**src/design/shell_pkg.sv**
```systemverilog
// shared widths, region map and bus structs for the board shell; region sizes are fixed

package shell_pkg;

	// ========================================
	// widths that carry a meaning
	// ========================================
	typedef logic [15:0] store_addr_t; // byte address into the store
	typedef logic [7:0]  rom_byte_t;
	typedef logic [13:0] prg_addr_t;   // 16 KB program region
	typedef logic [14:0] bank_addr_t;  // 32 KB banked region
	typedef logic [12:0] snd_addr_t;   // 8 KB sound region
	typedef logic [3:0]  color_t;      // color or intensity channel
	typedef logic [7:0]  sample_t;

	// ========================================
	// store map
	// ========================================
	localparam store_addr_t prg_base  = 16'h0000;
	localparam store_addr_t bank_base = 16'h4000;
	localparam store_addr_t snd_base  = 16'hC000;
	localparam int store_depth = 'hE000; // sound region ends at 0xDFFF
	localparam rom_byte_t rom_fill_byte = 8'hFF; // fetch data while downloading

	// ========================================
	// buses
	// ========================================
	// host download stream, plain strobe and level
	typedef struct packed {
		logic        active; // high for the whole download
		logic        wr;     // byte strobe, rising edge counts
		logic [7:0]  index;  // only index 0 goes to the store
		store_addr_t addr;
		rom_byte_t   data;
	} dl_bus_t;

	typedef struct packed {
		logic        en; // one cycle per byte
		store_addr_t addr;
		rom_byte_t   data;
	} store_wr_t;

	// pixel as the game core produces it
	typedef struct packed {
		color_t r;
		color_t g;
		color_t b;
		color_t i;      // intensity
		logic   blankn;
		logic   hs;
		logic   vs;
	} game_pixel_t;

	typedef struct packed {
		color_t r;
		color_t g;
		color_t b;
		logic   hs;
		logic   vs;
	} vga_pixel_t;

endpackage

```
**src/design/video_mixer.sv**
```systemverilog
// one pixel per clk_sys; intensity scaling keeps only the top four bits of the product

`timescale 1ns/100ps

module video_mixer (
	input  logic                   clk_sys,
	input  logic                   reset,
	input  shell_pkg::game_pixel_t pix_in,
	output shell_pkg::vga_pixel_t  pix_out
);

	logic [7:0] r_scaled; // channel times intensity
	logic [7:0] g_scaled;
	logic [7:0] b_scaled;
	shell_pkg::vga_pixel_t pix_next;

	// ========================================
	// intensity and blanking
	// ========================================
	assign r_scaled = pix_in.r * pix_in.i;
	assign g_scaled = pix_in.g * pix_in.i;
	assign b_scaled = pix_in.b * pix_in.i;

	always_comb begin
		pix_next.hs = pix_in.hs;
		pix_next.vs = pix_in.vs;
		if (pix_in.blankn) begin
			pix_next.r = r_scaled[7:4];
			pix_next.g = g_scaled[7:4];
			pix_next.b = b_scaled[7:4];
		end else begin
			pix_next.r = '0; // black outside the active area
			pix_next.g = '0;
			pix_next.b = '0;
		end
	end

	// ========================================
	// output register
	// ========================================
	// color and syncs share one stage so they stay aligned
	always_ff @(posedge clk_sys) begin
		if (reset)
			pix_out <= '0;
		else
			pix_out <= pix_next;
	end

endmodule

```
**config.mk**
```make
export PLATFORM = sky130hd
export DESIGN_NAME = video_mixer
export DESIGN_NICKNAME = d
export VERILOG_FILES = /design/src/design/shell_pkg.sv /design/src/design/video_mixer.sv
export SDC_FILE = /design/constraint.sdc
export NUM_CORES = 1
export LEC_CHECK = 0
export BUFFER_PORTS_ARGS = -buffer_cell sky130_fd_sc_hd__buf_2
export CORE_MARGIN = 3
export CORE_UTILIZATION = 28
export DETAILED_ROUTE_END_ITERATION = 10
export PLACE_DENSITY = 0.59
export SYNTH_ARGS = -nofsm -noshare
export SYNTH_HDL_FRONTEND = slang
export SYNTH_SLANG_ARGS = --single-unit
```
**constraint.sdc**
```tcl
create_clock -name clk_sys -period 7.2 [get_ports clk_sys]
set_clock_uncertainty 0.15 [all_clocks]
set_input_delay 0.72 -clock clk_sys [delete_from_list [all_inputs] [get_ports clk_sys]]
set_output_delay 0.72 -clock clk_sys [all_outputs]
set_load 0.01 [all_outputs]
```
==> results of run 1 <==
[per-layer routing]
layer | track usage, % | up-vias
met5 | 0 | -
met4 | 2.365 | 0
met3 | 1.682 | 2
met2 | 16.39 | 20
met1 | 13.86 | 547
li1 | - | 651
[kinds of logic after synthesis]
| logic type | share of synthesized area, % |
|---|---|
| and+or+nand+nor | 26.81 |
| adders and majority gates | 35.75 |
| AOI/OAI and AO/OA | 14.01 |
| buffers and inverters | 3.703 |
| DFF | 18.04 |
| xor gates and xnor gates | 1.691 |
[area by class of cell]
| cell class | instances | area, um2 | area share, % |
|---|---|---|---|
| Tap cell | 70 | 87.58 | 4.733 |
| Clock buffer | 4 | 55.05 | 2.975 |
| Sequential cell | 14 | 280.3 | 15.15 |
| Multi-Input combinational cell | 138 | 1216 | 65.72 |
| Inverter | 11 | 41.29 | 2.231 |
| Timing Repair Buffer | 34 | 170.2 | 9.195 |
[power by group]
part	switching (mW)	total [mW]	internal [mW]
clock	0.0270	0.0753	0.0484
sequential	0.00112	0.0842	0.0831
combinational	0.0573	0.105	0.0481
total	0.0853	0.265	0.180
[cells in the final DEF (no fill, tap or decap), types with 3 or more instances in the layout]
cell type | netlist | layout
fa_1 | 9 | 9
ha_1 | 30 | 30
inv_1 | 11 | 11
nor2b_1 | 3 | 3
a21oi_1 | 5 | 5
dfxtp_1 | 14 | 14
nand2b_1 | 3 | 3
nand2_1 | 14 | 14
a211o_1 | 4 | 4
o21a_1 | 3 | 3
nor3_1 | 6 | 6
nor3b_1 | 5 | 5
xnor2_1 | 3 | 3
and2_2 | 6 | 6
nand4_1 | 4 | 4
nor2_1 | 4 | 4
buf_2 | 1 | 34
and2_1 | 21 | 21
o21bai_1 | 3 | 3
clkbuf_8 | 0 | 4
[through the flow]
step	utilization (%)	hold WS [ps]	std cells	total power, mW
2_1_floorplan	-	641.6	167	0.1640
3_3_place_gp	34.28	776.9	267	0.1907
3_5_place_dp	34.28	786.5	267	0.1920
4_1_cts	35.33	529.6	271	0.2692
5_1_grt	35.33	533.0	271	0.2887
6_report	35.33	532.2	271	0.2649
[worst min-delay path by stage]
stage               startpoint         end  slack (ps)  cells past startpoint
finish                   reset  pix_out[0]         530                      2
global route             reset  pix_out[1]         530                      2
CTS                      reset  pix_out[1]         530                      2
detailed placement       reset  pix_out[1]         790                      2
global placement         reset  pix_out[1]         780                      2
floorplan                reset  pix_out[0]         640                      1
[Yosys cell counts (all sizes together) (2+ instances only)]
library cell	number
nor3	6
fa	9
xnor2	3
a221o	2
and2	27
o32ai	2
ha	30
dfxtp	14
buf	2
nor2b	3
clkbuf	2
a211o	4
a21oi	5
o22ai	3
nand2b	3
o21bai	3
o21a	3
nor4	2
nand3	2
nand4	4
nor2	4
inv	11
nor3b	5
nand2	15
==> impl_metrics.py, run 1 <==
metrics = {
    "status": {
        "status": "complete, no violations",
    },
    "job": {
        "max-cap-violations": 0,
    },
    "worst_setup_path": {
        "critical_path.max_stage_delay_ps": 530,
        "start_kind": "input pin",
        "critical_path_required_ps": 7180,
        "path_depth": 10,
        "cp_common_cell": "fa_1",
        "crit_fanout": 12,
        "crit_slowest_cell": "fa_1",
        "worstSetupStartpoint": "pix_in[6]",
        "cp.arrival_ps": 3290,
        "cp-end-kind": "flop",
        "critPathKind": "in2reg",
        "critPathBufInv": 2,
        "crit_family": "adder cells",
        "crit_path_end": "pix_out[9]",
        "path_cells": "buf_2 -> nand2_1 -> fa_1 -> inv_1 -> fa_1 -> ha_1 -> nand4_1 -> o32ai_4 -> nor4_1 -> a221o_1",
    },
    "grt": {
        "antenna_found_initial": 0,
        "grt_max_degree": 14,
        "grt_pass1_vias": 1223,
        "grt_overflow_total": 0,
        "grt_usage_pct": 10.09,
        "grt_pass1_wl_um": 5333,
    },
    "synthesis": {
        "synth_top_area_share_pct": 24.15,
        "ys_warn_count": 0,
        "syn_inst": 167,
        "synth_area_um2": 1554,
        "ys_async_sr_fraction_pct": 0,
        "synthTopCellsByArea": "ha_1, dfxtp_1, fa_1",
        "yosysTopAreaCell": "ha_1",
        "synth-edff-count": 0,
        "ys.flop_type": "dfxtp_1",
        "ys_seq_area_share_pct": 18.04,
        "synth_seq_cells": 14,
        "syn_area_per_cell_um2": 9.305,
        "syn-num-nets": 227,
        "ys_types": 31,
    },
    "placement": {
        "gp_congestion": 0.7763,
        "port_buffers": 34,
        "dpl_worst_slack_ps": 3615,
        "dp_hpwl_um": 2592,
        "place_area_um2": 1795,
    },
    "clock_tree": {
        "clk_pin_slew_ps": 60,
        "cts_buffer_depth": 2,
        "cts-hold-fix-buffers": 0,
        "cts_tree": "done",
        "cts-root-buf": "clkbuf_8",
        "cts_resized": 0,
        "postCtsSetupRepairBufs": 0,
        "cts.sinks": 14,
        "cts-buffers-inserted": 3,
        "cts_max_level": 1,
    },
    "die": {
        "start_util_pct": 29.67,
        "ioPinCount": 35,
        "dieWidth_um": 80.50,
        "die_y_um": 80.50,
        "rows": 26,
        "dieArea_um2": 6480,
        "core_area_um2": 5238,
    },
    "layout": {
        "antenna_cells": 0,
        "drive_gt1_share_pct": 23.88,
        "largest_register_ffs": 14,
        "stdcell_area_um2": 1851,
        "regMostFlops": "pix_out",
        "reg.largest.list": "pix_out x14",
        "area_growth_pct": 19.08,
        "fillers": 550,
        "nNetsFinal": 262,
    },
    "power": {
        "peakVddDrop_mv": 0.05231,
        "powerDensity_nw_per_um2": 143.1,
        "p_leak_nw": 0.9299,
    },
    "route": {
        "vias": 1220,
        "detail_route.first_pass.iterations": 4,
        "routed.top_layer": "met4",
        "vias_per_cell": 4.502,
        "antenna_left": 0,
        "met3WireLength_um": 135,
        "routedWlPerCell_um": 11.14,
        "first_iter_violations": 17,
        "drcViolationCount": 0,
        "wl_met2_um": 1291,
        "wl_met1_um": 1585,
        "drt-total-wl_um": 3020,
    },
    "sta": {
        "slew_viol_final": 0,
        "setup_ws_ps": 3896,
        "post-route-period-util_pct": 45.89,
        "fin_tns_setup_ps": 0,
        "tightest_slew_ps": 500.1,
        "hold_viol_final": 0,
        "relSlewSlack_pct": 66.66,
        "setup_violations": 0,
        "period_needed_ps": 3304,
        "rsz0062_at_grt": "no",
        "fmax_mhz": 302.6,
    },
    "hold_path": {
        "hold_class": "in2reg",
    },
}
No activity file was read; power rests on OpenSTA's default activity.
==> inputs of run 2 (changes only) <==
Settings changed: PLACE_DENSITY 0.59 to 0.61.
Clock period 7.2 ns to 2.8 ns, I/O delays scaled along.
==> impl_metrics.py, run 2 (synthesis results as in run 1) <==
metrics = {
    "layout": {
        "stdcell_area_um2": 1991,
        "antenna_cells": 0,
        "nNetsFinal": 280,
        "final_cell_mix": "buf_2, ha_1, and2_1",
        "largest_register_ffs": 14,
        "reg.largest.list": "pix_out x14",
        "drive_gt1_share_pct": 30.14,
        "regMostFlops": "pix_out",
        "finish.utilization_pct": 38.01,
        "regArea_um2": 280.3,
        "layout_commonest_cell": "buf_2",
        "area_growth_pct": 28.10,
        "fillers": 545,
        "multi_input_area_um2": 1216,
    },
    "power": {
        "p_leak_nw": 1.022,
        "clkPwrFrac_pct": 26.7,
        "powerDensity_nw_per_um2": 361.4,
        "switchingPower_mw": 0.2273,
        "internal_power_mw": 0.4920,
        "total_power_mw": 0.7194,
        "p_seq_share_pct": 30.1,
        "pwr-share-comb_pct": 43.2,
        "peakVddDrop_mv": 0.1345,
        "swShare_pct": 31.60,
    },
    "grt": {
        "grt_usage_pct": 11.51,
        "grt_max_degree": 14,
        "grt_pass1_wl_um": 6113,
        "antenna_found_initial": 0,
        "grt_pass1_vias": 1384,
        "grt_overflow_total": 0,
    },
    "sta": {
        "post-route-period-util_pct": 95.67,
        "setup_violations": 0,
        "tightest_slew_ps": 504.4,
        "rsz0062_at_grt": "no",
        "fmax_mhz": 373.3,
        "period_needed_ps": 2679,
        "relSlewSlack_pct": 66.38,
        "slew_viol_final": 0,
        "hold_viol_final": 0,
        "fin_tns_setup_ps": 0,
    },
    "placement": {
        "port_buffers": 34,
        "dp_hpwl_um": 2922,
        "place_area_um2": 1923,
        "gp_congestion": 0.7558,
    },
    "worst_setup_path": {
        "cp-end-kind": "flop",
        "critical_path_required_ps": 2780,
        "start_kind": "input pin",
        "crit_fanout": 9,
        "critPathKind": "in2reg",
        "cp.arrival_ps": 2660,
    },
    "hold_path": {
        "min_path_cells": 2,
        "hold_end": "pix_out[0]",
        "hp-start": "reset",
        "hold_class": "in2reg",
    },
    "status": {
        "status": "complete, no violations",
    },
    "die": {
        "ioPinCount": 35,
        "start_util_pct": 29.67,
        "dieArea_um2": 6480,
        "dieWidth_um": 80.50,
        "rows": 26,
        "die_y_um": 80.50,
        "core_area_um2": 5238,
    },
    "clock_tree": {
        "clk_pin_slew_ps": 60,
        "cts-buffers-inserted": 3,
        "cts-root-buf": "clkbuf_8",
        "cts.sinks": 14,
        "cts_tree": "done",
        "cts_max_level": 1,
        "cts_buffer_depth": 2,
    },
    "job": {
        "max-cap-violations": 0,
    },
    "route": {
        "vias": 1309,
        "first_iter_violations": 66,
        "drt-total-wl_um": 3333,
        "detail_route.first_pass.iterations": 4,
        "routedWlPerCell_um": 11.53,
        "vias_per_cell": 4.529,
        "drcViolationCount": 0,
        "antenna_left": 0,
    },
}
==> run 2: how the worst max path moves through the flow <==
stage / from / slack (ps) / to
final: pix_in[4] / 120 / pix_out[9]
after detailed placement: pix_in[6] / -210 / pix_out[9]
after global routing: pix_in[6] / 7 / pix_out[9]
after CTS: pix_in[6] / 40 / pix_out[9]
after global placement: pix_in[6] / -140 / pix_out[5]
after floorplan: pix_in[5] / 9 / pix_out[9]
==> run 2: metal layers <==
layer	up-vias	part of all wire [%]	track usage (%)
met3	2	4.3	1.345
met1	590	51	15.07
li1	690	-	-
met4	0	0.81	3.547
met2	27	43	19.62
met5	-	0	0
==> run 2: layout make-up <==
cell class,instances,share of cell area (%)
Tap cell,70,4.400
Inverter,11,2.074
Multi-Input combinational cell,138,61.09
Timing Repair Buffer,52,15.59
Clock buffer,4,2.766
Sequential cell,14,14.08
==> run 2: power groups by stage <==
stage / registers, mW / logic, mW / clock network (mW)
global route: 0.217 / 0.360 / 0.209
global placement: 0.221 / 0.302 / 0
floorplan: 0.229 / 0.194 / 0
CTS: 0.216 / 0.313 / 0.201
finish: 0.216 / 0.311 / 0.192
detailed placement: 0.221 / 0.311 / 0
==> run 2: stage by stage <==
step | hold WS [ps] | instances | setup WS (ps)
2_1_floorplan | 201.6 | 167 | 9.004
3_3_place_gp | 340.4 | 284 | -139.9
3_5_place_dp | 346.7 | 284 | -213.8
4_1_cts | 86.84 | 288 | 39.81
5_1_grt | 104.1 | 289 | 7.301
6_report | 95.42 | 289 | 121.2
==> run 2: worst max-delay path, cell delays in order <==
cell,delay [ps]
buf_2,180
nand2_1,90
fa_1,480
inv_1,50
fa_1,440
ha_1,290
nand4_1,150
o32ai_4,340
nor4_1,80
a221o_1,270
==> run 2: what timing repair did <==
item,CTS,global route
hold buffers,0,0
resized for setup,0,3
setup buffers,0,1
endpoints found under the setup margin,0,11
==> inputs of run 3 (changes only) <==
Settings changed: PLACE_DENSITY 0.61 to 0.59.
Clock period 2.8 ns to 3.31 ns, I/O delays scaled along.
==> impl_metrics.py, run 3 (synthesis results as in run 1) <==
metrics = {
    "layout": {
        "stdcell_area_um2": 1858,
        "layout_commonest_cell": "buf_2",
        "reg.largest.list": "pix_out x14",
        "area_growth_pct": 19.57,
        "largest_register_ffs": 14,
        "antenna_cells": 0,
        "final_cell_mix": "buf_2, ha_1, and2_1",
        "nNetsFinal": 263,
        "regMostFlops": "pix_out",
        "drive_gt1_share_pct": 24.26,
    },
    "power": {
        "peakVddDrop_mv": 0.1177,
        "p_leak_nw": 0.9347,
        "pwr-share-comb_pct": 39.7,
        "powerDensity_nw_per_um2": 311.7,
        "p_seq_share_pct": 31.6,
        "internal_power_mw": 0.3912,
        "switchingPower_mw": 0.1879,
        "swShare_pct": 32.45,
        "clkPwrFrac_pct": 28.7,
    },
    "route": {
        "antenna_left": 0,
        "detail_route.first_pass.iterations": 4,
        "first_iter_violations": 19,
        "vias": 1233,
        "vias_per_cell": 4.533,
        "drt-total-wl_um": 3109,
        "routedWlPerCell_um": 11.43,
        "drcViolationCount": 0,
    },
    "placement": {
        "gp_congestion": 0.7712,
        "port_buffers": 34,
        "dp_hpwl_um": 2669,
        "place_area_um2": 1803,
    },
    "grt": {
        "grt_pass1_vias": 1242,
        "grt_pass1_wl_um": 5340,
        "grt_usage_pct": 10.07,
        "grt_max_degree": 14,
        "use_met3_pct": 1.121,
        "grt_overflow_total": 0,
        "antenna_found_initial": 0,
        "grt_use_met2_pct": 17.30,
        "grt-busiest-layer": "met2",
        "use_met1_pct": 13.51,
    },
    "die": {
        "dieArea_um2": 6480,
        "dieWidth_um": 80.50,
        "core_area_um2": 5238,
        "rows": 26,
        "start_util_pct": 29.67,
        "ioPinCount": 35,
        "die_y_um": 80.50,
    },
    "sta": {
        "setup_violations": 0,
        "hold_viol_final": 0,
        "fmax_mhz": 344.8,
        "period_needed_ps": 2901,
        "rsz0062_at_grt": "no",
        "tightest_slew_ps": 490.9,
        "slew_viol_final": 0,
        "fin_tns_setup_ps": 0,
        "post-route-period-util_pct": 87.63,
        "relSlewSlack_pct": 67.27,
    },
    "clock_tree": {
        "cts-buffers-inserted": 3,
        "cts_max_level": 1,
        "cts_resized": 0,
        "cts_buffer_depth": 2,
        "clk_pin_slew_ps": 60,
        "postCtsSetupRepairBufs": 0,
        "cts-root-buf": "clkbuf_8",
        "cts.sinks": 14,
        "cts_tree": "done",
        "cts-hold-fix-buffers": 0,
    },
    "worst_setup_path": {
        "crit_slowest_cell": "fa_1",
        "cp.arrival_ps": 2880,
        "path_cells": "buf_2 -> nand2_1 -> fa_1 -> inv_1 -> fa_1 -> ha_1 -> nand4_1 -> o32ai_4 -> nor4_1 -> a221o_1",
        "cp-end-kind": "flop",
        "cp_common_cell": "fa_1",
        "critPathKind": "in2reg",
        "critical_path_required_ps": 3290,
        "crit_fanout": 12,
        "start_kind": "input pin",
        "critical_path.max_stage_delay_ps": 530,
    },
    "job": {
        "max-cap-violations": 0,
    },
    "hold_path": {
        "hold_class": "in2reg",
        "hold_end": "pix_out[1]",
        "min_path_cells": 2,
        "hp-start": "reset",
    },
    "status": {
        "status": "complete, no violations",
    },
}
## run 3: cell types whose count changed in the layout (fill, tap and decap cells not counted)
cell,before,now
buf_4,19,1
buf_2,32,34
clkbuf_4,1,0
## run 3: power by group through the flow
stage          logic, mW  clock network (mW)  registers [mW]
2_1_floorplan      0.163                   0           0.194
3_3_place_gp       0.230                   0           0.187
3_5_place_dp       0.232                   0           0.187
4_1_cts            0.234               0.174           0.184
5_1_grt            0.266               0.180           0.184
6_report           0.230               0.166           0.183
## run 3: worst max path at each step
stage / from / endpoint / cells past startpoint
after floorplan: pix_in[6] / pix_out[9] / 10
after global placement: pix_in[6] / pix_out[9] / 10
after detailed placement: pix_in[6] / pix_out[9] / 10
after CTS: pix_in[6] / pix_out[9] / 10
after global routing: pix_in[6] / pix_out[9] / 10
final: pix_in[6] / pix_out[9] / 10
## run 3: metal layers
layer  part of all wire [%]  vias to the layer above  routed length (um)
met5                      0                        -                   0
met4                   0.80                        0                  25
met1                     52                      552                1608
li1                       -                      655                   -
met2                     43                       24                1332
met3                    4.6                        2                 142
## run 3: layout make-up
type                       count  area [um2]
tap                           70       87.58
fill                         559        3379
inverter                      11       41.29
timing repair buffer          35       177.7
multi-input combinational    138        1216
clock buffer                   4       55.05
sequential                    14       280.3
## run 3: critical path, delay by kind of cell
kind / cells / cell delay, ps
adder cells (fa/ha/maj): 3 / 1300
AND/OR/NAND/NOR: 3 / 370
buffers and inverters: 2 / 240
AO/OA/AOI/OAI: 2 / 630
## run 3: stage by stage
step                total power [mW]  hold WS [ps]  setup slack (ps)  util, %  instances
floorplan                     0.3567         252.6             279.7        -        167
global placement              0.4167         387.8             204.1    34.42        268
detailed placement            0.4193         395.3             154.6    34.42        268
CTS                           0.5916         131.8             404.9    35.48        272
global route                  0.6307         129.4             255.0    35.48        272
finish                        0.5791         134.8             409.5    35.48        272
