## src/design/shell_pkg.sv

```systemverilog
// shared widths, region map and bus structs for the board shell; region sizes are fixed

package shell_pkg;

	// ========================================
	// widths that carry a meaning
	// ========================================
	typedef logic [15:0] store_addr_t; // byte address into the store
	typedef logic [7:0]  rom_byte_t;
	typedef logic [13:0] prg_addr_t;   // 16 KB program region
	typedef logic [14:0] bank_addr_t;  // 32 KB banked region
	typedef logic [12:0] snd_addr_t;   // 8 KB sound region
	typedef logic [3:0]  color_t;      // color or intensity channel
	typedef logic [7:0]  sample_t;

	// ========================================
	// store map
	// ========================================
	localparam store_addr_t prg_base  = 16'h0000;
	localparam store_addr_t bank_base = 16'h4000;
	localparam store_addr_t snd_base  = 16'hC000;
	localparam int store_depth = 'hE000; // sound region ends at 0xDFFF
	localparam rom_byte_t rom_fill_byte = 8'hFF; // fetch data while downloading

	// ========================================
	// buses
	// ========================================
	// host download stream, plain strobe and level
	typedef struct packed {
		logic        active; // high for the whole download
		logic        wr;     // byte strobe, rising edge counts
		logic [7:0]  index;  // only index 0 goes to the store
		store_addr_t addr;
		rom_byte_t   data;
	} dl_bus_t;

	typedef struct packed {
		logic        en; // one cycle per byte
		store_addr_t addr;
		rom_byte_t   data;
	} store_wr_t;

	// pixel as the game core produces it
	typedef struct packed {
		color_t r;
		color_t g;
		color_t b;
		color_t i;      // intensity
		logic   blankn;
		logic   hs;
		logic   vs;
	} game_pixel_t;

	typedef struct packed {
		color_t r;
		color_t g;
		color_t b;
		logic   hs;
		logic   vs;
	} vga_pixel_t;

endpackage

```

## src/design/audio_dac.sv

```systemverilog
// first-order delta-sigma at clk_sys rate; needs an external RC low-pass on audio_out

`timescale 1ns/100ps

module audio_dac (
	input  logic               clk_sys,
	input  logic               reset,
	input  shell_pkg::sample_t sample,
	output logic               audio_out
);

	logic [7:0] acc;     // running error, low bits only
	logic [8:0] acc_sum; // bit 8 is the carry

	assign acc_sum = {1'b0, acc} + {1'b0, sample};

	// ========================================
	// modulator
	// ========================================
	// density of ones follows sample / 256
	always_ff @(posedge clk_sys) begin
		if (reset) begin
			acc       <= '0;
			audio_out <= 1'b0;
		end else begin
			acc       <= acc_sum[7:0];
			audio_out <= acc_sum[8]; // carry out is the pulse
		end
	end

endmodule

```

## config.mk

```make
export PLATFORM = sky130hd
export DESIGN_NAME = audio_dac
export DESIGN_NICKNAME = d
export VERILOG_FILES = /design/src/design/shell_pkg.sv /design/src/design/audio_dac.sv
export SDC_FILE = /design/constraint.sdc
export NUM_CORES = 1
export LEC_CHECK = 0
export BUFFER_PORTS_ARGS = -buffer_cell sky130_fd_sc_hd__buf_2
export CORE_ASPECT_RATIO = 1.2
export CORE_UTILIZATION = 30
export DETAILED_ROUTE_END_ITERATION = 12
export SYNTH_ARGS = -nofsm -noshare
export SYNTH_HDL_FRONTEND = slang
export SYNTH_SLANG_ARGS = --single-unit
```

## constraint.sdc

```tcl
create_clock -name clk_sys -period 2.25 [get_ports clk_sys]
set_clock_uncertainty 0.1 [all_clocks]
set_input_delay 0.225 -clock clk_sys [delete_from_list [all_inputs] [get_ports clk_sys]]
set_output_delay 0.225 -clock clk_sys [all_outputs]
set_load 0.02 [all_outputs]
```

==> results of run 1 <==
[metal layers]
layer  global-route usage, %  vias to the layer above  routed length (um)
li1                        -                      251                   -
met1                    14.9                      210                 563
met2                    18.8                       10                 472
met3                    2.16                        4                  37
met4                    6.25                        0                  23
met5                       0                        -                   0
[metrics by stage]
step	std cells	utilization (%)
floorplan	61	-
global placement	89	35.6
detailed placement	89	35.6
CTS	93	37.0
global route	93	37.0
finish	93	37.0
[sequential cells by signal, indices dropped and copies added (netlist names)]
register   flops
acc            8
audio_out      1
[kinds of logic after synthesis]
logic type | Yosys count | synth area share, %
AND/OR/NAND/NOR | 19 | 15.7
flip-flops | 9 | 31.0
buffers and inverters | 2 | 1.29
multiplexers | 1 | 2.59
XOR/XNOR | 1 | 1.51
adder cells (fa/ha/maj) | 9 | 20.7
AO/OA/AOI/OAI | 20 | 27.2
[worst paths after layout]
kind / start / to / slack (ns) / depth (start not counted)
max: acc[0] / audio_out / 0.29 / 6
min: reset / acc[0] / 0.17 / 2
max reg2reg: acc[0] / audio_out / 0.29 / 6
min reg2reg: acc[0] / acc[0] / 0.46 / 2
[cells in the final DEF, fill, tap and decap left out, drive strengths merged]
cell type,netlist,layout
a211o,1,1
a211oi,5,5
a21o,2,2
a31oi,1,1
buf,0,10
clkbuf,1,4
dfxtp,9,9
fa,1,1
ha,8,8
inv,1,1
mux2,1,1
nand2b,1,1
nand4b,1,1
nor2,12,12
nor2b,3,3
nor3,1,1
nor3b,1,1
o21a,1,1
o21ai,6,6
o21bai,1,1
o22ai,1,1
o311ai,1,1
o31a,1,1
xnor2,1,1
[power groups by stage]
stage	Sequential [mW]	Combinational (mW)	Clock (mW)
after CTS	0.220	0.319	0.134
after floorplan	0.227	0.255	0
after detailed placement	0.224	0.318	0
after global routing	0.224	0.363	0.139
after global placement	0.223	0.313	0
final	0.219	0.320	0.128
[cell type report]
| type | instances | area [um^2] |
|---|---|---|
| clock buffer | 4 | 26.3 |
| fill | 196 | 1150 |
| inverter | 1 | 3.75 |
| multi-input combinational | 50 | 393 |
| sequential | 9 | 180 |
| tap | 19 | 23.8 |
| timing repair buffer | 10 | 50.0 |
==> metrics.md, run 1 <==
| Metric | Value |
|---|---|
| Ports | 11 |
| Routability cong. | around 0.73 |
| Seq/Total Area, Yosys | between 30% and 40% |
| Arrival @ worst endpoint | roughly 2 ns |
| Clock sink count | 9 |
| P_leak | 0.318 nW |
| Max Root-Sink Buffers | 2 |
| Max Cap Viol | 0 |
| Dpl cell area | approximately 650 um^2 |
| Input/output buffers | 10 |
| Hold Path Class | input port to flop |
| Final setup vio count | 0 |
| Crit path kind | flop to flop |
| P per Cell Area | around 990 nW/um^2 |
| Slowest-stage cell, CP | fa_1 |
| Die W | about 42 um |
| Final HPWL DP | slightly above 800 um |
| Synth area leaders | dfxtp_1 31%, ha_1 17%, nor2_1 7.8% |
| Crit path largest cell delay | 0.45 ns |
| Critical path, cell by cell | ha_1, fa_1, a211oi_2, o21a_1, nor2_1, o31a_1 |
| Comb pwr share | between 40% and 50% |
| Final Hold Vio Count | 0 |
| # DRC | 0 |
| Dpl ws | around 0.27 ns |
| Yosys reg bits | 9 |
| Top cell type's share of synthesized area | slightly above 30% |
| Antenna-violating nets left | 0 |
| Dominant cell by count in the synthesized netlist | nor2_1 |
| 1st-pass router iterations | 4 |
| Clk_lat worst skew | 0.26 ns |
| Post-Syn Nets | 80 |
| Total setup buffers inserted after CTS | 0 |
| Seq pwr share | around 33% |
| CTS tree | yes |
| Most frequent cells after synthesis | 12 x nor2_1, 9 x dfxtp_1, 8 x ha_1 |
| Setup TNS | 0 ns |
| PnR worst setup slack | 0.290 ns |
| Number of synthesized flops with an enable pin | 0 |
| Final instance area | 677 um^2 |
| Top Family by Delay on Critical Path | compound AO/OA/AOI/OAI gates |
| Final number of max-transition violations | 0 |
| Reg clk slew, reported paths | 0.07 ns |
| Min cycle time layout | just under 2 ns |
| Clock root buffer | clkbuf_4 |
| CP endpoint kind | flop |
| Post-CTS sizing | 0 |
| Row count | 17 |
| Total power | approximately 670 uW |
| Sw Pwr | around 240 uW |
| Largest net degree at the start of global routing | 11 |
| Slew HR | 79.5% |
| Die Area | 2120 um^2 |
| DR vias/cell | about 5 |
| Synth warn | 0 |
| Int Pwr | 428 uW |
| Startpoint types | flop |
| Vias in the first global route | ~450 |
| DIE HEIGHT | roughly 50 um |
| Layout cell share with drive strength beyond 1 | 25.7% |
| Buf+Inv Stages, Crit Path | 0 |
| Clk pwr share | between 10% and 20% |
| Switching Share | 35.9% |
| Count of cell types in the netlist | 26 |
| Post-Route WL | 1.10 mm |
| Final period util | 87.1% |
| Max VDD drop | slightly below 0.0003 V |
| Max Fclk | approximately 0.5 GHz |
| Global-route wire length before repair | ~1.9 mm |
| Nets | between 90 and 100 |
| Required time of the critical path | between 2 and 2.5 ns |
| DR WL/cell | around 12 um |
| Main synth FF type | dfxtp_1 |
| Max H-tree Level | 1 |
| Vias post-DR | 475 |
| Total grt overflow | 0 |
| GRT Resource Usage Total | 11.7% |
| Syn_area_per_cell | about 9.5 um^2 |
| Hold WS | roughly 0.17 ns |
| Starting Density | between 30% and 40% |
| Gate Count Post-Synth | 61 |
| Status | finished clean |
| Number of antenna diodes | 0 |
| Core area | 1830 um^2 |
| RSZ-0062 raised after global routing | no |
| Area leader, netlist | dfxtp_1 |
| CP Max Fanout | 3 |
| CTS Buf Count | 3 |
| Post-CTS Hold Buffers | 0 |
| Slew @ Worst Pin | 0.304 ns |
| Initial antenna violation count | 0 |
| Area Growth Syn to Fin | 16.6% |
| Starting DRT DRC Count | 2 |
| Syn Std Cell Area | roughly 580 um^2 |
| Asr flop ratio synth | 0% |
No activity file was read; power rests on OpenSTA's default activity.
==> inputs of run 2 (changes only) <==
Settings changed: REMOVE_ABC_BUFFERS from default to 1, SLEW_MARGIN from default to 30.
==> metrics.md, run 2 (synthesized netlist as in run 1, its figures left out) <==
| Metric | Value |
|---|---|
| Starting Density | 31.7% (unchanged) |
| Final number of max-transition violations | 0 (unchanged) |
| Routability cong. | 0.665 (was 0.731) |
| DR WL/cell | 10.9 um (was 11.8 um) |
| Number of antenna diodes | 0 (unchanged) |
| Nets | 94 (unchanged) |
| Comb pwr share | 47.4% (was 48.0%) |
| Max Fclk | 0.517 GHz (was 0.510 GHz) |
| Final period util | 85.9% (was 87.1%) |
| Vias post-DR | 468 (was 475) |
| Placed cell count | 89 (unchanged) |
| Initial antenna violation count | 0 (unchanged) |
| Core area | 1830 um^2 (unchanged) |
| Post-CTS sizing | 0 (unchanged) |
| Max VDD drop | 0.000267 V (was 0.000295 V) |
| Worst reg-to-reg path cell count | 6 (unchanged) |
| DR vias/cell | 5.03 (was 5.11) |
| Clock sink count | 9 (unchanged) |
| Clk pwr share | 19.3% (was 19.1%) |
| Largest net degree at the start of global routing | 11 (unchanged) |
| CTS Buf Count | 3 (unchanged) |
| DIE HEIGHT | 50.2 um (unchanged) |
| WHS Path Cells | 2 (unchanged) |
| Final instance area | 677 um^2 (unchanged) |
| GRT Resource Usage Total | 10.8% (was 11.7%) |
| Slew @ Worst Pin | 0.282 ns (was 0.304 ns) |
| CP Max Fanout | 3 (unchanged) |
| Clock root buffer | clkbuf_4 (unchanged) |
| Arrival @ worst endpoint | 1.98 ns (was 2.01 ns) |
| Status | finished clean (unchanged) |
| Crit path kind | flop to flop (unchanged) |
| Most frequent cells in the layout | 12 x nor2_1, 10 x buf_2, 9 x dfxtp_1 (unchanged) |
| Min cycle time layout | 1.93 ns (was 1.96 ns) |
| Final HPWL DP | 820 um (was 816 um) |
| CP endpoint kind | flop (unchanged) |
| RSZ-0062 raised after global routing | no (unchanged) |
| Max Cap Viol | 0 (unchanged) |
| Switching Share | 35.4% (was 35.9%) |
| Area Growth Syn to Fin | 16.6% (unchanged) |
| Starting DRT DRC Count | 1 (was 2) |
| 1st-pass router iterations | 2 (was 4) |
| Reg clk slew, reported paths | 0.07 ns (about the same) |
| Ports | 11 (unchanged) |
| Top Registers | acc: 8 flops, audio_out: 1 flops (unchanged) |
| Antenna-violating nets left | 0 (unchanged) |
| Dpl cell area | 651 um^2 (unchanged) |
| Total grt overflow | 0 (unchanged) |
| Total setup buffers inserted after CTS | 0 (unchanged) |
| Row count | 17 (unchanged) |
| Vias in the first global route | 423 (was 448) |
| Slew HR | 81.0% (was 79.5%) |
| Global-route wire length before repair | 1.67 mm (was 1.90 mm) |
| Hold WS | 0.158 ns (was 0.166 ns) |
| P_leak | 0.318 nW (unchanged) |
| Max Root-Sink Buffers | 2 (unchanged) |
| Final setup vio count | 0 (unchanged) |
| Hold Path Class | input port to flop (unchanged) |
| Required time of the critical path | 2.30 ns (about the same) |
| Input/output buffers | 10 (unchanged) |
| Largest Register | acc (unchanged) |
| Post-Route WL | 1.01 mm (was 1.10 mm) |
| CTS tree | yes (unchanged) |
| Post-Layout Cell Count | 93 (unchanged) |
| Total power | 662 uW (was 667 uW) |
| Final Hold Vio Count | 0 (unchanged) |
| P per Cell Area | 977 nW/um^2 (was 986 nW/um^2) |
| Sw Pwr | 234 uW (was 240 uW) |
| Layout fillers | 184 (was 196) |
| Max FFs per register | 8 (unchanged) |
| Setup TNS | 0 ns (unchanged) |
| Max H-tree Level | 1 (unchanged) |
| Seq pwr share | 33.3% (was 32.9%) |
| Die W | 42.2 um (unchanged) |
| Commonest non-fill, non-tap cell in the layout | nor2_1 (unchanged) |
| Post-CTS Hold Buffers | 0 (unchanged) |
| Clk_lat worst skew | 0.26 ns (about the same) |
| Startpoint types | flop (unchanged) |
| Int Pwr | 427 uW (was 428 uW) |
| Die Area | 2120 um^2 (unchanged) |
| # DRC | 0 (unchanged) |
| Layout cell share with drive strength beyond 1 | 25.7% (unchanged) |
[run 2: cell counts in the layout (fill, tap and decap cells not counted)]
No cell type changed its count.
[run 2: stage by stage]
step	utilization [%]	setup slack (ns)
floorplan	-	0.429
global placement	35.6	0.298
detailed placement	35.6	0.287
CTS	37.0	0.310
global route	37.0	0.187
finish	37.0	0.316
[run 2: worst max-delay path, stage by stage (launching register included)]
cell	delay [ns]
dfxtp_1	0.31
ha_1	0.22
fa_1	0.45
a211oi_2	0.30
o21a_1	0.16
nor2_1	0.05
o31a_1	0.23
[run 2: power by group through the flow]
| stage | clock [mW] | combinational [mW] | sequential, mW |
|---|---|---|---|
| 2_1_floorplan | 0 | 0.253 | 0.227 |
| 3_3_place_gp | 0 | 0.315 | 0.224 |
| 3_5_place_dp | 0 | 0.316 | 0.225 |
| 4_1_cts | 0.133 | 0.317 | 0.221 |
| 5_1_grt | 0.142 | 0.356 | 0.224 |
| 6_report | 0.128 | 0.313 | 0.220 |
[run 2: worst paths after layout]
kind / startpoint / to / slack [ns]
worst max-delay path: acc[0] / audio_out / 0.32
worst min-delay path: reset / acc[2] / 0.16
worst max register to register: acc[0] / audio_out / 0.32
worst min register to register: acc[0] / acc[0] / 0.47
[run 2: layout make-up]
type / count / area, um^2 / share of cell area, %
Sequential cell: 9 / 180 / 26.6
Tap cell: 19 / 23.8 / 3.51
Timing Repair Buffer: 10 / 50.0 / 7.39
Inverter: 1 / 3.75 / 0.555
Multi-Input combinational cell: 50 / 393 / 58.0
Clock buffer: 4 / 26.3 / 3.88
[run 2: metal layers]
layer	track usage (%)	share of wire [%]	vias to the layer above
met5	0	0	-
met4	9.38	3.3	0
met3	2.16	3.3	4
met2	16.9	45	10
met1	12.4	48	201
li1	-	-	253
==> inputs of run 3 (changes only) <==
Settings changed: CTS_BUF_LIST from default to sky130_fd_sc_hd__clkbuf_2.
==> metrics.md, run 3 (synthesized netlist as in run 1, its figures left out) <==
| Metric | Value |
|---|---|
| Status | finished clean (unchanged) |
| Vias in the first global route | 417 (was 423) |
| Max Fclk | 0.512 GHz (was 0.517 GHz) |
| Post-CTS Hold Buffers | 0 (unchanged) |
| Startpoint types | flop (unchanged) |
| Final number of max-transition violations | 0 (unchanged) |
| Post-Route WL | 1.04 mm (was 1.01 mm) |
| Seq pwr share | 34.1% (was 33.3%) |
| Top Registers | acc: 8 flops, audio_out: 1 flops (unchanged) |
| Int Pwr | 406 uW (was 427 uW) |
| Hold path startpoint | reset (unchanged) |
| Slew @ Worst Pin | 0.282 ns (about the same) |
| Ports | 11 (unchanged) |
| Clk_lat worst skew | 0.25 ns (was 0.26 ns) |
| Largest Register | acc (unchanged) |
| Sw Pwr | 238 uW (was 234 uW) |
| Required time of the critical path | 2.30 ns (about the same) |
| Final HPWL DP | 820 um (unchanged) |
| Clk pwr share | 17.0% (was 19.3%) |
| Nets | 94 (unchanged) |
| CTS tree | yes (unchanged) |
| Fin util | 36.7% (was 37.0%) |
| Starting DRT DRC Count | 10 (was 1) |
| Global-route wire length before repair | 1.65 mm (was 1.67 mm) |
| Core area | 1830 um^2 (unchanged) |
| P_leak | 0.319 nW (was 0.318 nW) |
| Post-CTS sizing | 0 (unchanged) |
| Clock root buffer | clkbuf_2 (was clkbuf_4) |
| WHS Path Cells | 2 (unchanged) |
| 1st-pass router iterations | 4 (was 2) |
| Worst reg-to-reg path cell count | 6 (unchanged) |
| Slack of the worst reg-to-reg path | 0.30 ns (was 0.32 ns) |
| Max Cap Viol | 0 (unchanged) |
| Clock sink count | 9 (unchanged) |
| Reg clk slew, reported paths | 0.11 ns (was 0.07 ns) |
| Crit path kind | flop to flop (unchanged) |
| CP endpoint kind | flop (unchanged) |
| # DRC | 0 (unchanged) |
| P per Cell Area | 960 nW/um^2 (was 977 nW/um^2) |
| Hold Path Class | input port to flop (unchanged) |
| Final Hold Vio Count | 0 (unchanged) |
| RSZ-0062 raised after global routing | no (unchanged) |
| Die Area | 2120 um^2 (unchanged) |
| Most frequent cells in the layout | 12 x nor2_1, 10 x buf_2, 9 x dfxtp_1 (unchanged) |
| Setup TNS | 0 ns (unchanged) |
| Final period util | 86.7% (was 85.9%) |
| Final setup vio count | 0 (unchanged) |
| Max VDD drop | 0.000247 V (was 0.000267 V) |
| Reg2reg start | acc[0] (unchanged) |
| Switching Share | 37.0% (was 35.4%) |
| Max Root-Sink Buffers | 2 (unchanged) |
| DR vias/cell | 5.25 (was 5.03) |
| DR WL/cell | 11.2 um (was 10.9 um) |
| Routability cong. | 0.665 (unchanged) |
| Number of antenna diodes | 0 (unchanged) |
| Commonest non-fill, non-tap cell in the layout | nor2_1 (unchanged) |
| Comb pwr share | 48.8% (was 47.4%) |
| Input/output buffers | 10 (unchanged) |
| DIE HEIGHT | 50.2 um (unchanged) |
| Die W | 42.2 um (unchanged) |
| Worst R2R End | audio_out (unchanged) |
| Initial antenna violation count | 0 (unchanged) |
| Total setup buffers inserted after CTS | 0 (unchanged) |
| Row count | 17 (unchanged) |
| Area Growth Syn to Fin | 15.5% (was 16.6%) |
| Vias post-DR | 488 (was 468) |
| CP Max Fanout | 3 (unchanged) |
| Hold Path End | acc[2] (unchanged) |
| Min cycle time layout | 1.95 ns (was 1.93 ns) |
| Total grt overflow | 0 (unchanged) |
| Layout cell share with drive strength beyond 1 | 27.0% (was 25.7%) |
| Max FFs per register | 8 (unchanged) |
| Starting Density | 31.7% (unchanged) |
| Antenna-violating nets left | 0 (unchanged) |
| CTS Buf Count | 3 (unchanged) |
| GRT Resource Usage Total | 10.4% (was 10.8%) |
| Max H-tree Level | 1 (unchanged) |
| Slew HR | 81.0% (about the same) |
| Largest net degree at the start of global routing | 11 (unchanged) |
| Arrival @ worst endpoint | 2.00 ns (was 1.98 ns) |
run 3: changes by cell type in the layout (fill, tap and decap cells not counted):
cell / delta
clkbuf_2: +4
clkbuf_1: -1
clkbuf_4: -3
run 3: area by class of cell:
| type | count | area (um^2) |
|---|---|---|
| Tap cell | 19 | 23.8 |
| Timing Repair Buffer | 10 | 50.0 |
| Multi-Input combinational cell | 50 | 393 |
| Clock buffer | 4 | 20.0 |
| Sequential cell | 9 | 180 |
| Fill cell | 185 | 1160 |
| Inverter | 1 | 3.75 |
run 3: stage by stage:
| stage | setup slack, ns | instance area (um^2) | power, mW | hold WS [ns] | std cells |
|---|---|---|---|---|---|
| finish | 0.298 | 671 | 0.644 | 0.161 | 93 |
| CTS | 0.293 | 671 | 0.650 | 0.161 | 93 |
| detailed placement | 0.287 | 651 | 0.541 | 0.437 | 89 |
| global placement | 0.298 | 651 | 0.538 | 0.436 | 89 |
| global route | 0.175 | 671 | 0.699 | 0.166 | 93 |
| floorplan | 0.429 | 577 | 0.479 | 0.197 | 60 |
run 3: worst max-delay path by stage:
stage                      endpoint  depth (start not counted)  startpoint  slack [ns]
final                     audio_out                          6      acc[0]        0.30
after global routing         acc[6]                          6      acc[0]        0.17
after global placement       acc[6]                          7   sample[0]        0.30
after floorplan           audio_out                          6      acc[0]        0.43
after CTS                 audio_out                          6      acc[0]        0.29
after detailed placement  audio_out                          7   sample[0]        0.29
run 3: layer usage:
| layer | GRT usage (%) | routed length (um) | part of all wire (%) |
|---|---|---|---|
| met5 | 0 | 0 | 0 |
| met4 | 6.25 | 31 | 3.0 |
| met3 | 2.16 | 46 | 4.4 |
| met2 | 17.2 | 482 | 46 |
| met1 | 12.2 | 477 | 46 |
run 3: power by group through the flow:
stage	clock [mW]	sequential [mW]	combinational [mW]
6_report	0.110	0.220	0.314
5_1_grt	0.119	0.224	0.356
4_1_cts	0.111	0.221	0.318
3_5_place_dp	0	0.225	0.316
3_3_place_gp	0	0.224	0.315
2_1_floorplan	0	0.227	0.253
run 3: worst max-delay path, cell delays in order (launching register included):
cell,delay [ns]
dfxtp_1,0.32
ha_1,0.22
fa_1,0.45
a211oi_2,0.31
o21a_1,0.16
nor2_1,0.05
o31a_1,0.24
