<file path="src/design/shell_pkg.sv">
// shared widths, region map and bus structs for the board shell; region sizes are fixed

package shell_pkg;

	// ========================================
	// widths that carry a meaning
	// ========================================
	typedef logic [15:0] store_addr_t; // byte address into the store
	typedef logic [7:0]  rom_byte_t;
	typedef logic [13:0] prg_addr_t;   // 16 KB program region
	typedef logic [14:0] bank_addr_t;  // 32 KB banked region
	typedef logic [12:0] snd_addr_t;   // 8 KB sound region
	typedef logic [3:0]  color_t;      // color or intensity channel
	typedef logic [7:0]  sample_t;

	// ========================================
	// store map
	// ========================================
	localparam store_addr_t prg_base  = 16'h0000;
	localparam store_addr_t bank_base = 16'h4000;
	localparam store_addr_t snd_base  = 16'hC000;
	localparam int store_depth = 'hE000; // sound region ends at 0xDFFF
	localparam rom_byte_t rom_fill_byte = 8'hFF; // fetch data while downloading

	// ========================================
	// buses
	// ========================================
	// host download stream, plain strobe and level
	typedef struct packed {
		logic        active; // high for the whole download
		logic        wr;     // byte strobe, rising edge counts
		logic [7:0]  index;  // only index 0 goes to the store
		store_addr_t addr;
		rom_byte_t   data;
	} dl_bus_t;

	typedef struct packed {
		logic        en; // one cycle per byte
		store_addr_t addr;
		rom_byte_t   data;
	} store_wr_t;

	// pixel as the game core produces it
	typedef struct packed {
		color_t r;
		color_t g;
		color_t b;
		color_t i;      // intensity
		logic   blankn;
		logic   hs;
		logic   vs;
	} game_pixel_t;

	typedef struct packed {
		color_t r;
		color_t g;
		color_t b;
		logic   hs;
		logic   vs;
	} vga_pixel_t;

endpackage

</file>
<file path="src/design/rom_loader.sv">
// download strobe and data must be synchronous to clk_sys; only index 0 bytes are stored

`timescale 1ns/100ps

module rom_loader (
	input  logic                clk_sys,
	input  logic                reset,
	input  shell_pkg::dl_bus_t  dl_bus,
	input  logic                menu_reset,
	output shell_pkg::store_wr_t store_wr,
	output logic                loading,
	output logic                rom_loaded,
	output logic                core_reset
);

	logic wr_last; // strobe as seen on the previous edge
	logic wr_take; // qualifying rising strobe this cycle
	logic wr_en;
	shell_pkg::store_addr_t wr_addr;
	shell_pkg::rom_byte_t   wr_data;

	assign wr_take = dl_bus.wr & ~wr_last & dl_bus.active & (dl_bus.index == 8'd0);

	// ========================================
	// control state
	// ========================================
	always_ff @(posedge clk_sys) begin
		if (reset) begin
			wr_last    <= 1'b0;
			wr_en      <= 1'b0;
			loading    <= 1'b0;
			rom_loaded <= 1'b0;
			core_reset <= 1'b1; // game held until a download ends
		end else begin
			wr_last <= dl_bus.wr;
			wr_en   <= wr_take; // one cycle pulse
			loading <= dl_bus.active; // also the previous active level

			// falling edge of active ends the download
			if (loading & ~dl_bus.active)
				rom_loaded <= 1'b1;

			core_reset <= menu_reset | ~rom_loaded;
		end
	end

	// ========================================
	// write payload
	// ========================================
	// byte and address captured with the strobe edge
	always_ff @(posedge clk_sys) begin
		if (wr_take) begin
			wr_addr <= dl_bus.addr;
			wr_data <= dl_bus.data;
		end
	end

	assign store_wr = '{en: wr_en, addr: wr_addr, data: wr_data};

endmodule

</file>
<file path="config.mk">
export PLATFORM = sky130hd
export DESIGN_NAME = rom_loader
export DESIGN_NICKNAME = d
export VERILOG_FILES = /design/src/design/shell_pkg.sv /design/src/design/rom_loader.sv
export SDC_FILE = /design/constraint.sdc
export NUM_CORES = 1
export LEC_CHECK = 0
export BUFFER_PORTS_ARGS = -buffer_cell sky130_fd_sc_hd__buf_4
export CAP_MARGIN = 10
export CORE_MARGIN = 2
export CORE_UTILIZATION = 26
export CTS_CLUSTER_SIZE = 20
export DETAILED_ROUTE_END_ITERATION = 8
export RECOVER_POWER = 50
export SETUP_SLACK_MARGIN = 0.5
export SYNTH_ARGS = -nofsm -noshare
export SYNTH_HDL_FRONTEND = slang
export SYNTH_SLANG_ARGS = --single-unit
</file>
<file path="constraint.sdc">
create_clock -name clk_sys -period 2.85 [get_ports clk_sys]
set_input_delay 0.1425 -clock clk_sys [delete_from_list [all_inputs] [get_ports clk_sys]]
set_output_delay 0.1425 -clock clk_sys [all_outputs]
set_load 0.005 [all_outputs]
</file>
==> results of run 1 <==
## power breakdown
group	switching, mW	internal, mW
clock network	0.117	0.0981
logic	0.0160	0.0548
registers	0.00120	0.460
## cells in the mapped netlist
cell type	number	area, um2
edfxtp_1	24	721
nor2b_1	2	12.5
a21oi_1	1	5.00
buf_4	1	7.51
or4b_1	1	10.0
dfxtp_1	5	100
nor4b_2	1	15.0
inv_1	2	7.51
nand2b_1	1	6.26
or4_4	1	11.3
or3_1	1	6.26
and4bb_1	1	12.5
nor2_1	1	3.75
## logic make-up (layout without fill, tap and decap cells)
| logic type | count (synthesis) | after routing | share of synthesized area |
|---|---|---|---|
| AO/OA/AOI/OAI | 1 | 1 | 0.00544 |
| AND/OR/NAND/NOR | 9 | 9 | 0.0845 |
| flip-flops | 29 | 29 | 0.894 |
| buffers and inverters | 3 | 100 | 0.0164 |
## area by class of cell
class                           count  area (um2)
Tap cell                           46        57.6
Inverter                            2        7.51
Timing Repair Buffer               90         728
Sequential cell                    29         821
Multi-Input combinational cell     10        91.3
Clock buffer                        8        48.8
Fill cell                         325        1610
## per-stage QoR
step	total power [mW]	hold slack (ps)	utilization	std cells
6_report	0.747	28.7	0.522	185
5_1_grt	0.792	10.3	0.522	185
4_1_cts	0.761	0.944	0.512	181
3_5_place_dp	0.520	322	0.438	153
3_3_place_gp	0.518	321	0.438	153
2_1_floorplan	0.477	212	-	42
## worst min path at each step
stage | slack [ps] | from | cells past startpoint | end
2_1_floorplan | 210 | reset | 1 | rom_loaded
3_3_place_gp | 320 | dl_bus[16] | 1 | wr_addr[8]
3_5_place_dp | 320 | dl_bus[23] | 1 | wr_addr[15]
4_1_cts | 0.9 | dl_bus[15] | 1 | wr_addr[7]
5_1_grt | 10 | menu_reset | 2 | core_reset
6_report | 30 | menu_reset | 2 | core_reset
## worst max-delay path, cell delays in order, from the launching register on
cell and delay (ps):
dfxtp_1 310, or4_4 430, nor4b_4 290, buf_4 260
## per-layer routing
layer	wire, um	track usage	up-vias
li1	-	-	351
met1	737	0.0999	324
met2	1110	0.207	44
met3	202	0.0607	0
met4	0	0.0326	0
met5	0	0	-
## registers in the layout, summed over array words and instances (netlist names)
| signal | flops |
|---|---|
| core_reset | 1 |
| loading | 1 |
| wr_last | 1 |
| wr_addr | 16 |
| rom_loaded | 1 |
| wr_en | 1 |
| wr_data | 8 |
==> results.sh, run 1 <==
export IMPL_grt_max_degree=15
export IMPL_routed_wl_um=2050
export IMPL_nNetsFinal=175
export IMPL_grt_antenna_before_repair=0
export IMPL_h_tree_depth=2
export IMPL_endpoint="wr_addr[7]"
export IMPL_setup_violations_final=0
export IMPL_dp_worst_setup_slack_ps=1170
export IMPL_via_per_inst=3.89
export IMPL_postCtsSetupRepairBufs=0
export IMPL_worstRegToRegCells=3
export IMPL_tns_ps=0
export IMPL_track_usage=0.110
export IMPL_post_dp_cell_area_um2=1470
export IMPL_vias=719
export IMPL_synth_cells=42
export IMPL_cts_clk_slew_worst_paths_ps=80
export IMPL_drc=0
export IMPL_die_area_um2=4020
export IMPL_cts_buffers=5
export IMPL_min_period_over_period=0.563
export IMPL_design_area_um2=1750
export IMPL_hp_class="primary input to flop"
export IMPL_pwr_density_cell_nw_per_um2=426
export IMPL_ir_worst_vdd_mv=0.299
export IMPL_postRouteAntennaNets=0
export IMPL_ys_seq_area_frac=0.894
export IMPL_drt_first_pass_iters=3
export IMPL_boundaryPins=65
export IMPL_wl_per_cell_um=11.1
export IMPL_cts_resized=0
export IMPL_syn_avg_cell_area_um2=21.9
export IMPL_critPathArrivalTime_ps=1600
export IMPL_worstSetupStartpoint="wr_last"
export IMPL_die_x_um=63.4
export IMPL_overflow=0
export IMPL_synth_seq_cells=29
export IMPL_drive_gt1_frac=0.511
export IMPL_grt_pass1_wl_um=3260
export IMPL_start_kind="flop"
export IMPL_grt_pass1_vias=769
export IMPL_routabilityCongestion=0.623
export IMPL_insertion_delay_ps=300
export IMPL_antenna_cells=0
export IMPL_min_period_ps=1600
export IMPL_crit_fanout=14
export IMPL_grt_setup_unrepaired="no"
export IMPL_cts_num_sinks=29
export IMPL_worst_pin_slew_ps=220
export IMPL_cts_root_buf="clkbuf_4"
export IMPL_worst_slack_ps=1250
export IMPL_area_growth_pct=91.0
export IMPL_ys_warn_count=0
export IMPL_final_common_cell="clkbuf_4"
export IMPL_ys_types=13
export IMPL_cap_violations=0
export IMPL_synth_nets=79
export IMPL_postCtsHoldBufs=20
export IMPL_core_um2=3360
export IMPL_path_class="flop to flop"
export IMPL_cts_tree="done"
export IMPL_dr_first_iter_drc_count=7
export IMPL_die_h_um=63.4
export IMPL_numPortBuffers=64
export IMPL_crit_path_end_kind="flop"
export IMPL_relSlewSlack=0.852
export IMPL_row_count=21
export IMPL_cp_data_required_time_ps=2850
export IMPL_finalClockSkew_ps=7.25
export IMPL_hold_viol=0
export IMPL_timing_rr_end="wr_addr[7]"
export IMPL_dp_hpwl_um=1560
export IMPL_fmax_mhz=624
export IMPL_p_leak_nw=0.726
export IMPL_reg2reg_from="wr_last"
export IMPL_r2r_setup_slack_ps=1250
export IMPL_drv_slew=0
export IMPL_status="finished, final reports clean"
export IMPL_cts_buffer_depth=2
export IMPL_final_cell_mix="40 x clkbuf_4, 29 x buf_4, 24 x dlygate4sd3_1, 24 x edfxtp_1"
export IMPL_syn_area_um2=918
export IMPL_initial_utilization=0.273
No activity file was read; power rests on OpenSTA's default activity.
==> inputs of run 2 (changes only) <==
==> constraint.sdc (replaced) <==
create_clock -name clk_sys -period 1.3 [get_ports clk_sys]
set_input_delay 0.065 -clock clk_sys [delete_from_list [all_inputs] [get_ports clk_sys]]
set_output_delay 0.065 -clock clk_sys [all_outputs]
set_load 0.005 [all_outputs]
==> run 2 against run 1 <==
Against the previous run: the flow now finishes with violations (hold timing, setup timing); sequential power up 120%; final cell count up 2.2%; combinational power up 140%; setup slack got worse by 1600 ps; die area unchanged; cell area increased by 11%; clock skew grew 3.0 ps; wire length up 0.83%; sequential share of layout area down 4.5 points.
==> results.sh, run 2 (synthesis gave the netlist of run 1 again) <==
export IMPL_wl_per_cell_um=10.9
export IMPL_dp_worst_setup_slack_ps=-277
export IMPL_critPathArrivalTime_ps=1650
export IMPL_cts_clk_slew_worst_paths_ps=90
export IMPL_grt_antenna_before_repair=0
export IMPL_drt_first_pass_iters=3
export IMPL_worst_slack_ps=-308
export IMPL_largest_register="wr_addr"
export IMPL_cp_slowest_cell="or4_4"
export IMPL_worstSetupStartpoint="wr_last"
export IMPL_whs_path_depth=2
export IMPL_status="complete, but fails checks"
export IMPL_numPortBuffers=64
export IMPL_max_stage_delay_ps=430
export IMPL_cts_buffers=5
export IMPL_final_common_cell="clkbuf_4"
export IMPL_largestRegisters="wr_addr x16, wr_data x8"
export IMPL_final_cell_mix="30 x clkbuf_4, 25 x dlygate4sd3_1, 25 x buf_6, 24 x edfxtp_1, 17 x buf_4"
export IMPL_dr_first_iter_drc_count=6
export IMPL_pwr_density_cell_nw_per_um2=959
export IMPL_via_per_inst=3.94
export IMPL_hp_class="primary input to flop"
export IMPL_cts_num_sinks=29
export IMPL_worst_pin_slew_ps=175
export IMPL_track_usage=0.113
export IMPL_vias=744
export IMPL_die_area_um2=4020
export IMPL_min_period_over_period=1.24
export IMPL_cp_depth=4
export IMPL_cap_violations=0
export IMPL_relSlewSlack=0.883
export IMPL_crit_fanout=12
export IMPL_grt_setup_unrepaired="yes"
export IMPL_hold_viol=1
export IMPL_min_from="menu_reset"
export IMPL_fmax_mhz=622
export IMPL_ir_worst_vdd_mv=0.741
export IMPL_nNetsFinal=179
export IMPL_grt_max_degree=25
export IMPL_drive_gt1_frac=0.566
export IMPL_reg2reg_from="wr_last"
export IMPL_die_h_um=63.4
export IMPL_start_kind="flop"
export IMPL_grt_pass1_wl_um=3240
export IMPL_worstRegToRegCells=4
export IMPL_cts_root_buf="clkbuf_4"
export IMPL_drv_slew=0
export IMPL_setup_violations_final=24
export IMPL_crit_chain="or4_4, nor4b_4, buf_4, clkbuf_16"
export IMPL_boundaryPins=65
export IMPL_h_tree_depth=2
export IMPL_drc=0
export IMPL_min_period_ps=1610
export IMPL_insertion_delay_ps=320
export IMPL_cp_top_family="simple AND/OR/NAND/NOR gates"
export IMPL_finalClockSkew_ps=10.2
export IMPL_crit_path_end_kind="flop"
export IMPL_cp_num_buf_inv=2
export IMPL_overflow=0
export IMPL_path_class="flop to flop"
export IMPL_p_leak_nw=0.806
export IMPL_cp_data_required_time_ps=1340
export IMPL_antenna_cells=0
export IMPL_postRouteAntennaNets=0
export IMPL_die_x_um=63.4
export IMPL_core_um2=3360
export IMPL_grt_pass1_vias=747
export IMPL_routed_wl_um=2070
export IMPL_cts_buffer_depth=2
export IMPL_hold_slack_ps=-61.5
export IMPL_routabilityCongestion=0.638
export IMPL_row_count=21
export IMPL_area_growth_pct=112
export IMPL_cts_tree="done"
export IMPL_largest_reg_flops=16
export IMPL_initial_utilization=0.273
export IMPL_violations="hold timing, setup timing"
run 2: cell types whose count changed in the layout (fill, tap and decap cells not counted), moves of 3 or more:
cell	change
clkbuf_4	-10
buf_6	+25
dfxtp_2	+3
dfxtp_1	-3
clkbuf_1	-4
buf_4	-12
run 2: path summary, 6_finish.rpt:
check                             endpoint  slack (ps)
worst max-delay path            wr_data[6]        -310
worst min-delay path            core_reset         -60
worst max register to register  wr_data[6]        -310
worst min register to register  rom_loaded         490
run 2: per-layer routing:
layer	routed length, um	vias up	global-route usage
li1	-	362	-
met1	667	330	0.109
met2	1080	46	0.186
met3	287	6	0.0750
met4	36	0	0.0489
met5	0	-	0
run 2: area by class of cell:
cell class                 instances  area [um2]
clock buffer                       6        41.3
clock inverter                     2        33.8
fill                             286        1420
inverter                           2        7.51
multi-input combinational         10        91.3
sequential                        29         825
tap                               46        57.6
timing repair buffer              94         892
run 2: timing repair:
item	in CTS	in global routing
pin swaps	0	1
setup buffers	0	2
resized for setup	17	10
endpoints found under the hold margin	28	4
endpoints found under the setup margin	53	54
gates cloned	0	1
hold buffers	25	1
run 2: per-stage QoR:
step	instance area [um2]	instances	power [mW]	TNS (ps)	util
5_1_grt	1950	189	1.96	-7650	0.579
6_report	1950	189	1.87	-7160	0.579
4_1_cts	1870	186	1.90	-6750	0.557
3_3_place_gp	1490	153	1.14	-6050	0.442
2_1_floorplan	928	42	1.05	-17730	-
3_5_place_dp	1490	153	1.14	-6640	0.442
run 2: where the power goes:
group | switching, mW | internal, mW | total, mW
combinational | 0.0364 | 0.131 | 0.167
clock | 0.288 | 0.400 | 0.688
sequential | 0.00370 | 1.01 | 1.01
==> inputs of run 3 (changes only) <==
--- a/config.mk
+++ b/config.mk
@@ -5,14 +5,17 @@
 export SDC_FILE = /design/constraint.sdc
 export NUM_CORES = 1
 export LEC_CHECK = 0
+export ABC_AREA = 1
 export BUFFER_PORTS_ARGS = -buffer_cell sky130_fd_sc_hd__buf_4
 export CAP_MARGIN = 10
 export CORE_MARGIN = 2
 export CORE_UTILIZATION = 26
 export CTS_CLUSTER_SIZE = 20
 export DETAILED_ROUTE_END_ITERATION = 8
+export GPL_TIMING_DRIVEN = 0
 export RECOVER_POWER = 50
 export SETUP_SLACK_MARGIN = 0.5
+export SLEW_MARGIN = 25
 export SYNTH_ARGS = -nofsm -noshare
 export SYNTH_HDL_FRONTEND = slang
 export SYNTH_SLANG_ARGS = --single-unit
==> run 3 against run 2 <==
Against the previous run: the run ends with hold timing left; non-clock buffer count up 1; sequential power about the same; via count up 7.1%; setup slack better by 550 ps; core utilization down 1.4 points; worst hold slack worse by 8.4 ps; global-route usage up 1.3 points; sequential cell count unchanged; maximum frequency up 52%; wire length up 12%; highest routed layer unchanged.
==> results.sh, run 3 <==
export IMPL_postRouteAntennaNets=0
export IMPL_largestRegisters="wr_addr x16, wr_data x8"
export IMPL_fillers=293
export IMPL_cp_data_required_time_ps=1330
export IMPL_syn_area_um2=933
export IMPL_overflow=0
export IMPL_drt_first_pass_iters=4
export IMPL_largest_register="wr_addr"
export IMPL_cts_buffers=5
export IMPL_fmax_mhz=948
export IMPL_drive_gt1_frac=0.484
export IMPL_critPathArrivalTime_ps=1090
export IMPL_path_class="flop to flop"
export IMPL_violations="hold timing"
export IMPL_crit_fanout=12
export IMPL_grt_max_degree=13
export IMPL_cts_num_sinks=29
export IMPL_row_count=21
export IMPL_start_kind="flop"
export IMPL_synth_nets=93
export IMPL_synth_async_reset_ratio=0
export IMPL_synth_common_cells="24 x edfxtp_1, 11 x inv_1, 7 x nor2_1"
export IMPL_worst_pin_slew_ps=210
export IMPL_numPortBuffers=64
export IMPL_final_cell_mix="38 x clkbuf_4, 27 x dlygate4sd3_1, 25 x buf_4, 24 x edfxtp_1, 10 x inv_1"
export IMPL_syn_avg_cell_area_um2=16.7
export IMPL_p_leak_nw=0.821
export IMPL_cap_violations=0
export IMPL_cts_root_buf="clkbuf_4"
export IMPL_ys_types=9
export IMPL_initial_utilization=0.275
export IMPL_die_area_um2=4090
export IMPL_drv_slew=0
export IMPL_final_common_cell="clkbuf_4"
export IMPL_hold_slack_ps=-69.8
export IMPL_track_usage=0.125
export IMPL_synth_seq_cells=29
export IMPL_synthTopCellsByArea="edfxtp_1 77%, dfxtp_1 11%, inv_1 4.4%, nor2_1 2.8%, nand2_1 2.0%"
export IMPL_hp_class="primary input to flop"
export IMPL_ys_warn_count=0
export IMPL_routed_wl_um=2310
export IMPL_yosys_area_top_type_share=0.772
export IMPL_largest_reg_flops=16
export IMPL_wl_per_cell_um=11.3
export IMPL_relSlewSlack=0.860
export IMPL_min_period_ps=1060
export IMPL_crit_path_end_kind="flop"
export IMPL_antenna_cells=0
export IMPL_finalClockSkew_ps=6.48
export IMPL_ir_worst_vdd_mv=0.468
export IMPL_min_period_over_period=0.812
export IMPL_synth_main_ff_cell="edfxtp_1"
export IMPL_ys_seq_area_frac=0.879
export IMPL_synth_edf_count=24
export IMPL_design_area_um2=1920
export IMPL_insertion_delay_ps=310
export IMPL_place_inst=166
export IMPL_grt_setup_unrepaired="yes"
export IMPL_dp_hpwl_um=1430
export IMPL_synthMostInstantiatedCell="edfxtp_1"
export IMPL_synth_cells=56
export IMPL_fin_cells=205
export IMPL_via_per_inst=3.89
export IMPL_pwr_density_cell_nw_per_um2=977
export IMPL_fin_util=0.565
export IMPL_die_x_um=63.9
export IMPL_grt_pass1_wl_um=3680
export IMPL_drc=0
export IMPL_core_um2=3390
export IMPL_vias=797
export IMPL_power_mw=1.87
export IMPL_grt_pass1_vias=837
export IMPL_die_h_um=63.9
export IMPL_setup_violations_final=0
export IMPL_nNetsFinal=195
export IMPL_h_tree_depth=2
export IMPL_post_dp_cell_area_um2=1480
export IMPL_routabilityCongestion=0.636
export IMPL_grt_antenna_before_repair=0
export IMPL_synth_top_cell_by_area="edfxtp_1"
export IMPL_cts_buffer_depth=2
export IMPL_cts_tree="done"
export IMPL_status="complete, but fails checks"
export IMPL_boundaryPins=65
export IMPL_area_growth_pct=105
export IMPL_hold_viol=1
export IMPL_cts_clk_slew_worst_paths_ps=90
export IMPL_dr_first_iter_drc_count=22
==> run 3: cell count changes in the layout (fill, tap and decap cells not counted), moves of 5 or more <==
cell | before | now
buf_4 | 17 | 25
buf_6 | 25 | 7
clkbuf_4 | 30 | 38
inv_1 | 1 | 10
nand2_1 | 0 | 5
nor2_1 | 1 | 6
==> run 3: report_power, final <==
group / internal, mW / leakage, nW / switching [mW]
registers: 1.01 / 0.257 / 0.00424
clock network: 0.400 / 0.0399 / 0.284
logic: 0.131 / 0.524 / 0.0436
total: 1.54 / 0.821 / 0.332
==> run 3: what timing repair did <==
action | 4_1_cts | 5_1_grt
gates cloned | 1 | 0
resized for setup | 14 | 4
hold buffers | 27 | 1
endpoints found under the setup margin | 53 | 53
hold endpoints to repair | 29 | 5
buffers inserted | 3 | 0
==> run 3: cell type report <==
type / count / area (um2) / area share
tap: 46 / 57.6 / 0.0300
multi-input combinational: 15 / 83.8 / 0.0438
clock inverter: 2 / 33.8 / 0.0176
inverter: 11 / 45.0 / 0.0235
buffer: 1 / 7.51 / 0.00392
clock buffer: 6 / 41.3 / 0.0216
sequential: 29 / 822 / 0.429
timing repair buffer: 94 / 817 / 0.427
timing repair inverter: 1 / 7.51 / 0.00392
==> run 3: metal layers <==
metal | track usage | routed length [um] | vias up | part of all wire
met2 | 0.227 | 1190 | 53 | 0.52
met1 | 0.110 | 760 | 351 | 0.33
li1 | - | - | 388 | -
met5 | 0 | 0 | - | 0
met3 | 0.0704 | 314 | 5 | 0.14
met4 | 0.0571 | 44 | 0 | 0.019
==> run 3: cell families (layout without fill, tap and decap cells) <==
logic type	Yosys count	count (layout)	share of synthesized area
AOI/OAI and AO/OA	1	1	0.00536
buffers and inverters	12	115	0.0523
DFF	29	29	0.879
and+or+nand+nor	14	14	0.0630
==> run 3: stage by stage <==
stage	TNS, ps	setup WS (ps)
6_report	0	245
5_1_grt	0	188
4_1_cts	0	244
3_5_place_dp	-962	-40.7
3_3_place_gp	-567	-24.4
2_1_floorplan	0	153
==> run 3: worst max-delay path, cell delays in order (launching register included) <==
cell        delay [ps]
dfxtp_2            330
nor2_4             100
nand3_4            110
clkinvlp_4         100
buf_12             130
==> run 3: path summary, 6_finish.rpt <==
check             start          end  slack (ps)  cells after the start
max             wr_last  wr_addr[11]         240                      4
min          menu_reset   core_reset         -70                      2
max reg2reg     wr_last  wr_addr[11]         240                      4
min reg2reg  rom_loaded   core_reset         520                      1
